===== src/aluPkg.sv =====
package aluPkg;

   localparam int dataWidth = 32;
   localparam int addrWidth = 8;

   // command codes as decoded by the ALU
   typedef enum logic [2:0] {
      cmdAdd  = 3'd0,
      cmdSub  = 3'd1,
      cmdXor  = 3'd2,
      cmdSlt  = 3'd3,
      cmdAnd  = 3'd4,
      cmdNand = 3'd5,
      cmdNor  = 3'd6,
      cmdOr   = 3'd7
   } aluCmd_e;

   // byte offsets of the APB register map
   typedef enum logic [addrWidth-1:0] {
      addrOpA    = 8'h00,
      addrOpB    = 8'h04,
      addrCmd    = 8'h08,
      addrResult = 8'h0C,
      addrFlags  = 8'h10
   } regAddr_e;

   // declared MSB first so that the packed value puts zero in bit 0
   typedef struct packed {
      logic overflow;
      logic carryout;
      logic zero;
   } aluFlags_t;

   typedef struct packed {
      logic [dataWidth-1:0] operandA;
      logic [dataWidth-1:0] operandB;
      aluCmd_e              command;
   } aluReq_t;

   typedef struct packed {
      logic                 psel;
      logic                 penable;
      logic                 pwrite;
      logic [addrWidth-1:0] paddr;
      logic [dataWidth-1:0] pwdata;
   } apbReq_t;

   typedef struct packed {
      logic [dataWidth-1:0] prdata;
      logic                 pready;
      logic                 pslverr;
   } apbRsp_t;

endpackage


===== src/aluAdder.sv =====
module aluAdder (
   input  logic [aluPkg::dataWidth-1:0] a,
   input  logic [aluPkg::dataWidth-1:0] b,
   input  logic                         carryIn,
   input  logic                         invertB,
   output logic [aluPkg::dataWidth-1:0] sum,
   output logic                         carryout,
   output logic                         overflow
);

   logic [aluPkg::dataWidth-1:0] bEff;
   logic [aluPkg::dataWidth:0]   carry;

   // subtract is a plus the one's complement of b plus the carry-in
   assign bEff     = invertB ? ~b : b;
   assign carry[0] = carryIn;

   for (genvar i = 0; i < aluPkg::dataWidth; i++) begin : gBit
      logic halfSum;

      assign halfSum    = a[i] ^ bEff[i];
      assign sum[i]     = halfSum ^ carry[i];
      assign carry[i+1] = (a[i] & bEff[i]) | (halfSum & carry[i]);
   end

   assign carryout = carry[aluPkg::dataWidth];

   // signed overflow shows up as a mismatch between the carries into and out of the MSB
   assign overflow = carry[aluPkg::dataWidth-1] ^ carry[aluPkg::dataWidth];

endmodule


===== src/alu.sv =====
module alu (
   input  aluPkg::aluReq_t               req,
   output logic [aluPkg::dataWidth-1:0]  result,
   output aluPkg::aluFlags_t             flags
);

   logic [aluPkg::dataWidth-1:0] adderSum;
   logic                         adderCarry;
   logic                         adderOverflow;
   logic                         useSub;
   logic                         lessThan;

   // subtract and set-less-than both need a minus b
   assign useSub = (req.command == aluPkg::cmdSub) || (req.command == aluPkg::cmdSlt);

   aluAdder adder_i (
      .a        (req.operandA),
      .b        (req.operandB),
      .carryIn  (useSub),
      .invertB  (useSub),
      .sum      (adderSum),
      .carryout (adderCarry),
      .overflow (adderOverflow)
   );

   // the sign of a minus b is only trustworthy when the subtraction did not overflow
   assign lessThan = adderSum[aluPkg::dataWidth-1] ^ adderOverflow;

   always_comb begin
      result         = adderSum;
      flags.carryout = 1'b0;
      flags.overflow = 1'b0;
      case (req.command)
         aluPkg::cmdAdd,
         aluPkg::cmdSub: begin
            result         = adderSum;
            flags.carryout = adderCarry;
            flags.overflow = adderOverflow;
         end
         aluPkg::cmdXor: begin
            result = req.operandA ^ req.operandB;
         end
         aluPkg::cmdSlt: begin
            result = {aluPkg::dataWidth{lessThan}};
         end
         aluPkg::cmdAnd: begin
            result = req.operandA & req.operandB;
         end
         aluPkg::cmdNand: begin
            result = ~(req.operandA & req.operandB);
         end
         aluPkg::cmdNor: begin
            result = ~(req.operandA | req.operandB);
         end
         aluPkg::cmdOr: begin
            result = req.operandA | req.operandB;
         end
         default: begin
            result = adderSum;
         end
      endcase
   end

   assign flags.zero = (result == '0);

   // logic and compare commands never report arithmetic status from the adder
   always_comb begin
      if ((req.command != aluPkg::cmdAdd) && (req.command != aluPkg::cmdSub)) begin
         assert final (!flags.carryout && !flags.overflow)
            else $error("alu: carry or overflow set for a non-arithmetic command");
      end
   end

endmodule


===== src/aluApbRegs.sv =====
module aluApbRegs (
   input  logic                         clk,
   input  logic                         rstN,
   input  aluPkg::apbReq_t              apbReq,
   output aluPkg::apbRsp_t              apbRsp,
   output aluPkg::aluReq_t              aluReq,
   input  logic [aluPkg::dataWidth-1:0] aluResult,
   input  aluPkg::aluFlags_t            aluFlags
);

   logic [aluPkg::dataWidth-1:0] opAReg;
   logic [aluPkg::dataWidth-1:0] opBReg;
   aluPkg::aluCmd_e              cmdReg;
   logic [aluPkg::dataWidth-1:0] resultReg;
   aluPkg::aluFlags_t            flagsReg;

   aluPkg::regAddr_e             regAddr;
   aluPkg::aluCmd_e              wrCmd;
   logic                         setupPhase;
   logic                         accessPhase;
   logic                         addrValid;
   logic                         addrReadOnly;
   logic                         wrAllowed;
   logic                         cmdWrite;
   logic [aluPkg::dataWidth-1:0] rdMux;

   assign setupPhase  = apbReq.psel && !apbReq.penable;
   assign accessPhase = apbReq.psel && apbReq.penable;

   assign regAddr = aluPkg::regAddr_e'(apbReq.paddr);
   assign wrCmd   = aluPkg::aluCmd_e'(apbReq.pwdata[2:0]);

   always_comb begin
      rdMux        = '0;
      addrValid    = 1'b1;
      addrReadOnly = 1'b0;
      case (regAddr)
         aluPkg::addrOpA: begin
            rdMux = opAReg;
         end
         aluPkg::addrOpB: begin
            rdMux = opBReg;
         end
         aluPkg::addrCmd: begin
            rdMux = {{(aluPkg::dataWidth-3){1'b0}}, cmdReg};
         end
         aluPkg::addrResult: begin
            rdMux        = resultReg;
            addrReadOnly = 1'b1;
         end
         aluPkg::addrFlags: begin
            rdMux        = {{(aluPkg::dataWidth-3){1'b0}}, flagsReg};
            addrReadOnly = 1'b1;
         end
         default: begin
            addrValid = 1'b0;
         end
      endcase
   end

   assign wrAllowed = accessPhase && apbReq.pwrite && addrValid && !addrReadOnly;
   assign cmdWrite  = wrAllowed && (regAddr == aluPkg::addrCmd);

   // during a command write the ALU already sees the new command, so its
   // outputs can be captured at the same edge that stores the command
   assign aluReq.operandA = opAReg;
   assign aluReq.operandB = opBReg;
   assign aluReq.command  = cmdWrite ? wrCmd : cmdReg;

   always_ff @(posedge clk) begin
      if (!rstN) begin
         opAReg    <= '0;
         opBReg    <= '0;
         cmdReg    <= aluPkg::cmdAdd;
         resultReg <= '0;
         flagsReg  <= '0;
      end else if (wrAllowed) begin
         case (regAddr)
            aluPkg::addrOpA: begin
               opAReg <= apbReq.pwdata;
            end
            aluPkg::addrOpB: begin
               opBReg <= apbReq.pwdata;
            end
            aluPkg::addrCmd: begin
               cmdReg    <= wrCmd;
               resultReg <= aluResult;
               flagsReg  <= aluFlags;
            end
            default: begin
               cmdReg <= cmdReg;
            end
         endcase
      end
   end

   // no wait states, so every transfer finishes in its first access cycle
   assign apbRsp.pready  = 1'b1;
   assign apbRsp.prdata  = (accessPhase && !apbReq.pwrite) ? rdMux : '0;
   assign apbRsp.pslverr = accessPhase && (!addrValid || (apbReq.pwrite && addrReadOnly));

   // an access cycle must follow its setup cycle directly
   assert property (@(posedge clk) disable iff (!rstN)
      apbReq.penable |-> $past(setupPhase))
      else $error("aluApbRegs: penable without a preceding setup cycle");

   assert property (@(posedge clk) disable iff (!rstN)
      apbRsp.pslverr |-> accessPhase)
      else $error("aluApbRegs: pslverr outside an access cycle");

endmodule


===== src/aluApbTop.sv =====
module aluApbTop (
   input  logic            clk,
   input  logic            rstN,
   input  aluPkg::apbReq_t apbReq,
   output aluPkg::apbRsp_t apbRsp
);

   aluPkg::aluReq_t              aluReq;
   logic [aluPkg::dataWidth-1:0] aluResult;
   aluPkg::aluFlags_t            aluFlags;

   aluApbRegs regs_i (
      .clk       (clk),
      .rstN      (rstN),
      .apbReq    (apbReq),
      .apbRsp    (apbRsp),
      .aluReq    (aluReq),
      .aluResult (aluResult),
      .aluFlags  (aluFlags)
   );

   // the ALU is purely combinational and the register file captures its results
   alu alu_i (
      .req    (aluReq),
      .result (aluResult),
      .flags  (aluFlags)
   );

endmodule


===== config.mk =====
export PLATFORM = sky130hd
export DESIGN_NAME = aluApbTop
export DESIGN_NICKNAME = d
export VERILOG_FILES = /design/src/aluPkg.sv /design/src/aluAdder.sv /design/src/alu.sv /design/src/aluApbRegs.sv /design/src/aluApbTop.sv
export SDC_FILE = /design/constraint.sdc
export NUM_CORES = 1
export LEC_CHECK = 0
export BUFFER_PORTS_ARGS = -buffer_cell sky130_fd_sc_hd__buf_4
export CAP_MARGIN = 20
export CORE_UTILIZATION = 55
export DETAILED_ROUTE_END_ITERATION = 10
export PLACE_DENSITY = 0.74
export RECOVER_POWER = 100
export SYNTH_ARGS = -nofsm -noshare
export SYNTH_HDL_FRONTEND = slang
export SYNTH_HIERARCHICAL = 1
export SYNTH_SLANG_ARGS = --single-unit

===== constraint.sdc =====
create_clock -name clk -period 20.4 [get_ports clk]
set_input_delay 1.02 -clock clk [delete_from_list [all_inputs] [get_ports clk]]
set_output_delay 1.02 -clock clk [all_outputs]
set_load 0.005 [all_outputs]

==> impl_summary.md <==
Outcome
The run finished, with violations left. The checks that failed: capacitance limit, slew limit.

Timing
The setup violation total in the final timing report is 0. The minimum clock period is 19,250 ps. For the final database, setup skew stands at 6.496 ps. The transition at the pin with the smallest max-transition slack is 4388 ps. For this run, the top clock speed supported by timing is 51.94 MHz. Adding up every negative setup slack in the final design gives 0 ps. The number of max-slew violations in the final report is 235. Measured against its own limit, the worst slew margin works out to -1.925. Setup repair after global routing left no endpoint under its margin. The hold violation count in the final report is 0. The fraction of the cycle the final worst path needs is 0.9438.

Yosys
The most used flip-flop cell after synthesis is sky130_fd_sc_hd__dfxtp_1. The netlist uses 64 different library cells. The number of enable flip-flop cells after synthesis is 0.

The cell area after synthesis is 9141 um^2. The number of warning messages in the yosys log is 6. The cell count after synthesis is 1,114.

For this run, the register share of the synthesized area comes to 0.2234. The average instance in the mapped netlist occupies 8.206 um^2. The post-synthesis sequential element count is 102.

The async set or reset register ratio after synthesis is 0. Counting every net in the synthesized netlist gives 1,255.

Clock network
The buffer count from post-CTS setup fixing is 0. The H-tree depth is 3. In this run the clock root is driven by a sky130_fd_sc_hd__clkbuf_16. Buffers inserted during clock tree synthesis total 9. After clock tree synthesis, the clock-pin slew on the worst setup and hold paths is 70 ps. The post-cts gate resize count is 0. The tree built by TritonCTS fans out to 102 sinks. In this run the deepest clock path goes through 2 buffers. TritonCTS built the clock tree. In this run, post-CTS hold repair placed 0 buffers. The clock latency on the worst-skew pair is 360 ps.

Route
After detailed routing, the average wire length per cell comes to 16.90 um. Before antenna repair, the detailed router went through 5 iterations. The wire length after detailed routing is 22,970 um. The detail route stage leaves a number of antenna-violating nets equal to 0. The number of remaining DRC errors is 0. After detailed routing, the number of vias per cell comes to 5.615. The DRC marker count from the first detailed-route iteration is 494.

Across all layers, the routed design uses 7,631 vias.

Placement
The number of port buffers is 77. Detailed placement ended at an HPWL of 15,830 um. The final RePlAce weighted congestion is 0.9424.

Cells and area
At the end of the flow the core is filled with cells to 0.6187. For this run, the post-layout net count is 1,279. The number of antenna diodes in the final layout is 0. Counting the fill cells in the layout gives 1,451. The proportion of layout cells with a drive suffix above 1 is 0.1251. Compared with the post-synthesis result, the final layout area differs by 8.678%.

Flow run
Max-cap violations in this run came to 4.

Setup path
By instance count, the cell type seen most on the critical path is sky130_fd_sc_hd__fa_1. The element type at the critical path end is a register. The cell at the slowest stage of the critical path is sky130_fd_sc_hd__buf_4. The launching element of the worst setup path is apbReq[33]. The startpoint identified for the worst register-to-register timing path is regs_i/cmdReg[2]$_SDFFE_PN0P_. Data arrives at the worst endpoint at 19,530 ps. The worst path required time is 20,680 ps. The classification of the worst setup path is in -> reg.

The critical path's largest stage delay is 550 ps. In this run the worst path has a maximum fanout of 37. The nature of the critical path startpoint is an input port.

Floorplan
The floorplan has 46 rows. The floorplan step set the die width to 130.9 um. The I/O pin count is 79. The die height is 130.9 um.

The total area inside the core boundary comes to 16,060 um^2. The die covers 17,140 um^2. The initial utilization of the core area, before any placement, comes to 0.5693.

Global route
The number of antenna violations at the first check in global routing is 0. For this run, the total global-route usage over all layers was measured as 0.2806. The global route total overflow is 0. The first global-routing pass estimated 37,410 um of wire. Entering global routing, the biggest net connects 109 pins. The via count of the first global-routing pass is 7,439.

Pwr
The power per unit of standard cell area is 42.15 nW/um^2. The worst supply voltage drop on vdd is 39.19 uV. The leakage power is 4.096 nW.

Hold path
The min-delay analysis places its worst path in the category reg -> reg. The worst hold path begins at regs_i/resultReg[28]$_SDFFE_PN0P_.
## Yosys cell counts, types with 3 or more instances
library cell | n | area [um^2]
sky130_fd_sc_hd__o211ai_1 | 3 | 22.52
sky130_fd_sc_hd__mux2_1 | 3 | 33.78
sky130_fd_sc_hd__nand2_1 | 194 | 728.2
sky130_fd_sc_hd__nand3_1 | 63 | 315.3
sky130_fd_sc_hd__ha_1 | 64 | 800.8
sky130_fd_sc_hd__nor4bb_1 | 4 | 40.04
sky130_fd_sc_hd__buf_4 | 10 | 75.07
sky130_fd_sc_hd__mux2_2 | 36 | 405.4
sky130_fd_sc_hd__nor3_1 | 5 | 25.02
sky130_fd_sc_hd__a32oi_1 | 4 | 35.03
sky130_fd_sc_hd__a221oi_1 | 6 | 52.55
sky130_fd_sc_hd__xor2_1 | 11 | 96.34
sky130_fd_sc_hd__buf_6 | 7 | 78.83
sky130_fd_sc_hd__nand4_1 | 3 | 18.77
sky130_fd_sc_hd__and2_1 | 5 | 31.28
sky130_fd_sc_hd__a31oi_1 | 5 | 31.28
sky130_fd_sc_hd__xnor2_1 | 43 | 376.6
sky130_fd_sc_hd__a211oi_1 | 11 | 82.58
sky130_fd_sc_hd__a22oi_1 | 8 | 60.06
sky130_fd_sc_hd__or4_1 | 3 | 22.52
sky130_fd_sc_hd__clkbuf_1 | 36 | 135.1
sky130_fd_sc_hd__a21oi_1 | 46 | 230.2
sky130_fd_sc_hd__nor4_1 | 3 | 18.77
sky130_fd_sc_hd__mux2i_1 | 134 | 1341
sky130_fd_sc_hd__o22ai_1 | 4 | 25.02
sky130_fd_sc_hd__nand2b_1 | 6 | 37.54
sky130_fd_sc_hd__nor2_1 | 38 | 142.6
sky130_fd_sc_hd__o21ai_0 | 16 | 80.08
sky130_fd_sc_hd__dfxtp_1 | 102 | 2042
sky130_fd_sc_hd__a21o_1 | 3 | 22.52
sky130_fd_sc_hd__o21a_1 | 10 | 75.07
sky130_fd_sc_hd__inv_1 | 129 | 484.2
sky130_fd_sc_hd__buf_2 | 23 | 115.1
sky130_fd_sc_hd__fa_1 | 32 | 640.6
sky130_fd_sc_hd__nor2b_1 | 8 | 50.05
## flip-flops by register name (all words and copies together) (netlist names)
signal and flops:
regs_i/opBReg 32, regs_i/opAReg 32, regs_i/cmdReg 3, regs_i/flagsReg 3, regs_i/resultReg 32
## report_power, final
part	total [mW]	internal, mW	leakage [nW]	switching, mW
Sequential	0.199	0.199	0.821	0.0000734
Combinational	0.0246	0.00944	3.11	0.0152
Clock	0.195	0.120	0.161	0.0752
Total	0.419	0.328	4.10	0.0904
## logic make-up after synthesis
| group | Yosys count | share of synthesized area |
|---|---|---|
| adders and majority gates | 96 | 0.1577 |
| buffers and inverters | 209 | 0.1031 |
| xor gates and xnor gates | 56 | 0.05530 |
| AOI/OAI and AO/OA | 129 | 0.09116 |
| muxes | 173 | 0.1948 |
| and+or+nand+nor | 348 | 0.1742 |
| DFF | 102 | 0.2234 |
| other | 1 | 0.0004102 |
## layer usage
layer,global-route usage,wire length (um),up-vias
met4,0.08046,480,0
met1,0.3607,9999,3601
li1,-,-,3735
met2,0.4784,11110,253
met5,0,0,-
met3,0.05212,1378,42
## critical path, delay by kind of cell
kind                       cells  cell delay, ps
adders and majority gates     31           13450
and+or+nand+nor                8            2300
buffers and inverters          4            1190
muxes                          2             630
AOI/OAI and AO/OA              2             550
xor gates and xnor gates       2             400
## layout make-up
| class | instances | area, um^2 | area share |
|---|---|---|---|
| tap | 216 | 270.3 | 0.02720 |
| timing repair buffer | 93 | 664.4 | 0.06688 |
| sequential | 102 | 2042 | 0.2055 |
| multi-input combinational | 803 | 6142 | 0.6183 |
| clock buffer | 12 | 236.5 | 0.02380 |
| inverter | 129 | 484.2 | 0.04874 |
| clock inverter | 4 | 95.09 | 0.009572 |
## cells in the final DEF, fill, tap and decap left out, types with 4 or more instances in the layout
master / instances
sky130_fd_sc_hd__nand2_1: 194
sky130_fd_sc_hd__o21ai_0: 17
sky130_fd_sc_hd__nor2_1: 38
sky130_fd_sc_hd__a21oi_1: 46
sky130_fd_sc_hd__buf_4: 56
sky130_fd_sc_hd__a221oi_1: 6
sky130_fd_sc_hd__fa_1: 32
sky130_fd_sc_hd__a22oi_1: 8
sky130_fd_sc_hd__xnor2_1: 43
sky130_fd_sc_hd__mux2_2: 37
sky130_fd_sc_hd__a31oi_1: 5
sky130_fd_sc_hd__a32oi_1: 4
sky130_fd_sc_hd__ha_1: 64
sky130_fd_sc_hd__nand2b_1: 6
sky130_fd_sc_hd__o21a_1: 10
sky130_fd_sc_hd__clkbuf_4: 28
sky130_fd_sc_hd__mux2i_1: 134
sky130_fd_sc_hd__nor4bb_1: 4
sky130_fd_sc_hd__dfxtp_1: 102
sky130_fd_sc_hd__inv_1: 129
sky130_fd_sc_hd__clkbuf_16: 9
sky130_fd_sc_hd__nor2b_1: 9
sky130_fd_sc_hd__a211oi_1: 11
sky130_fd_sc_hd__clkbuf_1: 12
sky130_fd_sc_hd__nand3_1: 63
sky130_fd_sc_hd__nor3_1: 5
sky130_fd_sc_hd__o22ai_1: 4
sky130_fd_sc_hd__xor2_1: 11
## path summary, 6_finish.rpt
kind	cells past startpoint	endpoint	slack [ps]
max reg2reg	45	regs_i/flagsReg[0]$_SDFFE_PN0P_	2590
min reg2reg	2	regs_i/resultReg[28]$_SDFFE_PN0P_	460
max	49	regs_i/flagsReg[0]$_SDFFE_PN0P_	1150
min	2	regs_i/resultReg[28]$_SDFFE_PN0P_	460
## stage by stage
stage | hold slack (ps) | cells | worst slack [ps] | cell area, um^2 | total power, mW
3_5_place_dp | 448.8 | 1343 | 1150 | 9681 | 0.2287
3_3_place_gp | 444.8 | 1343 | 1419 | 9681 | 0.2286
4_1_cts | 458.4 | 1359 | 1395 | 10010 | 0.4220
2_1_floorplan | 431.3 | 1114 | 2192 | 9141 | 0.2179
5_1_grt | 481.2 | 1359 | 414.5 | 9935 | 0.4307
6_report | 460.6 | 1359 | 1147 | 9935 | 0.4188
No activity file was read; power rests on OpenSTA's default activity.
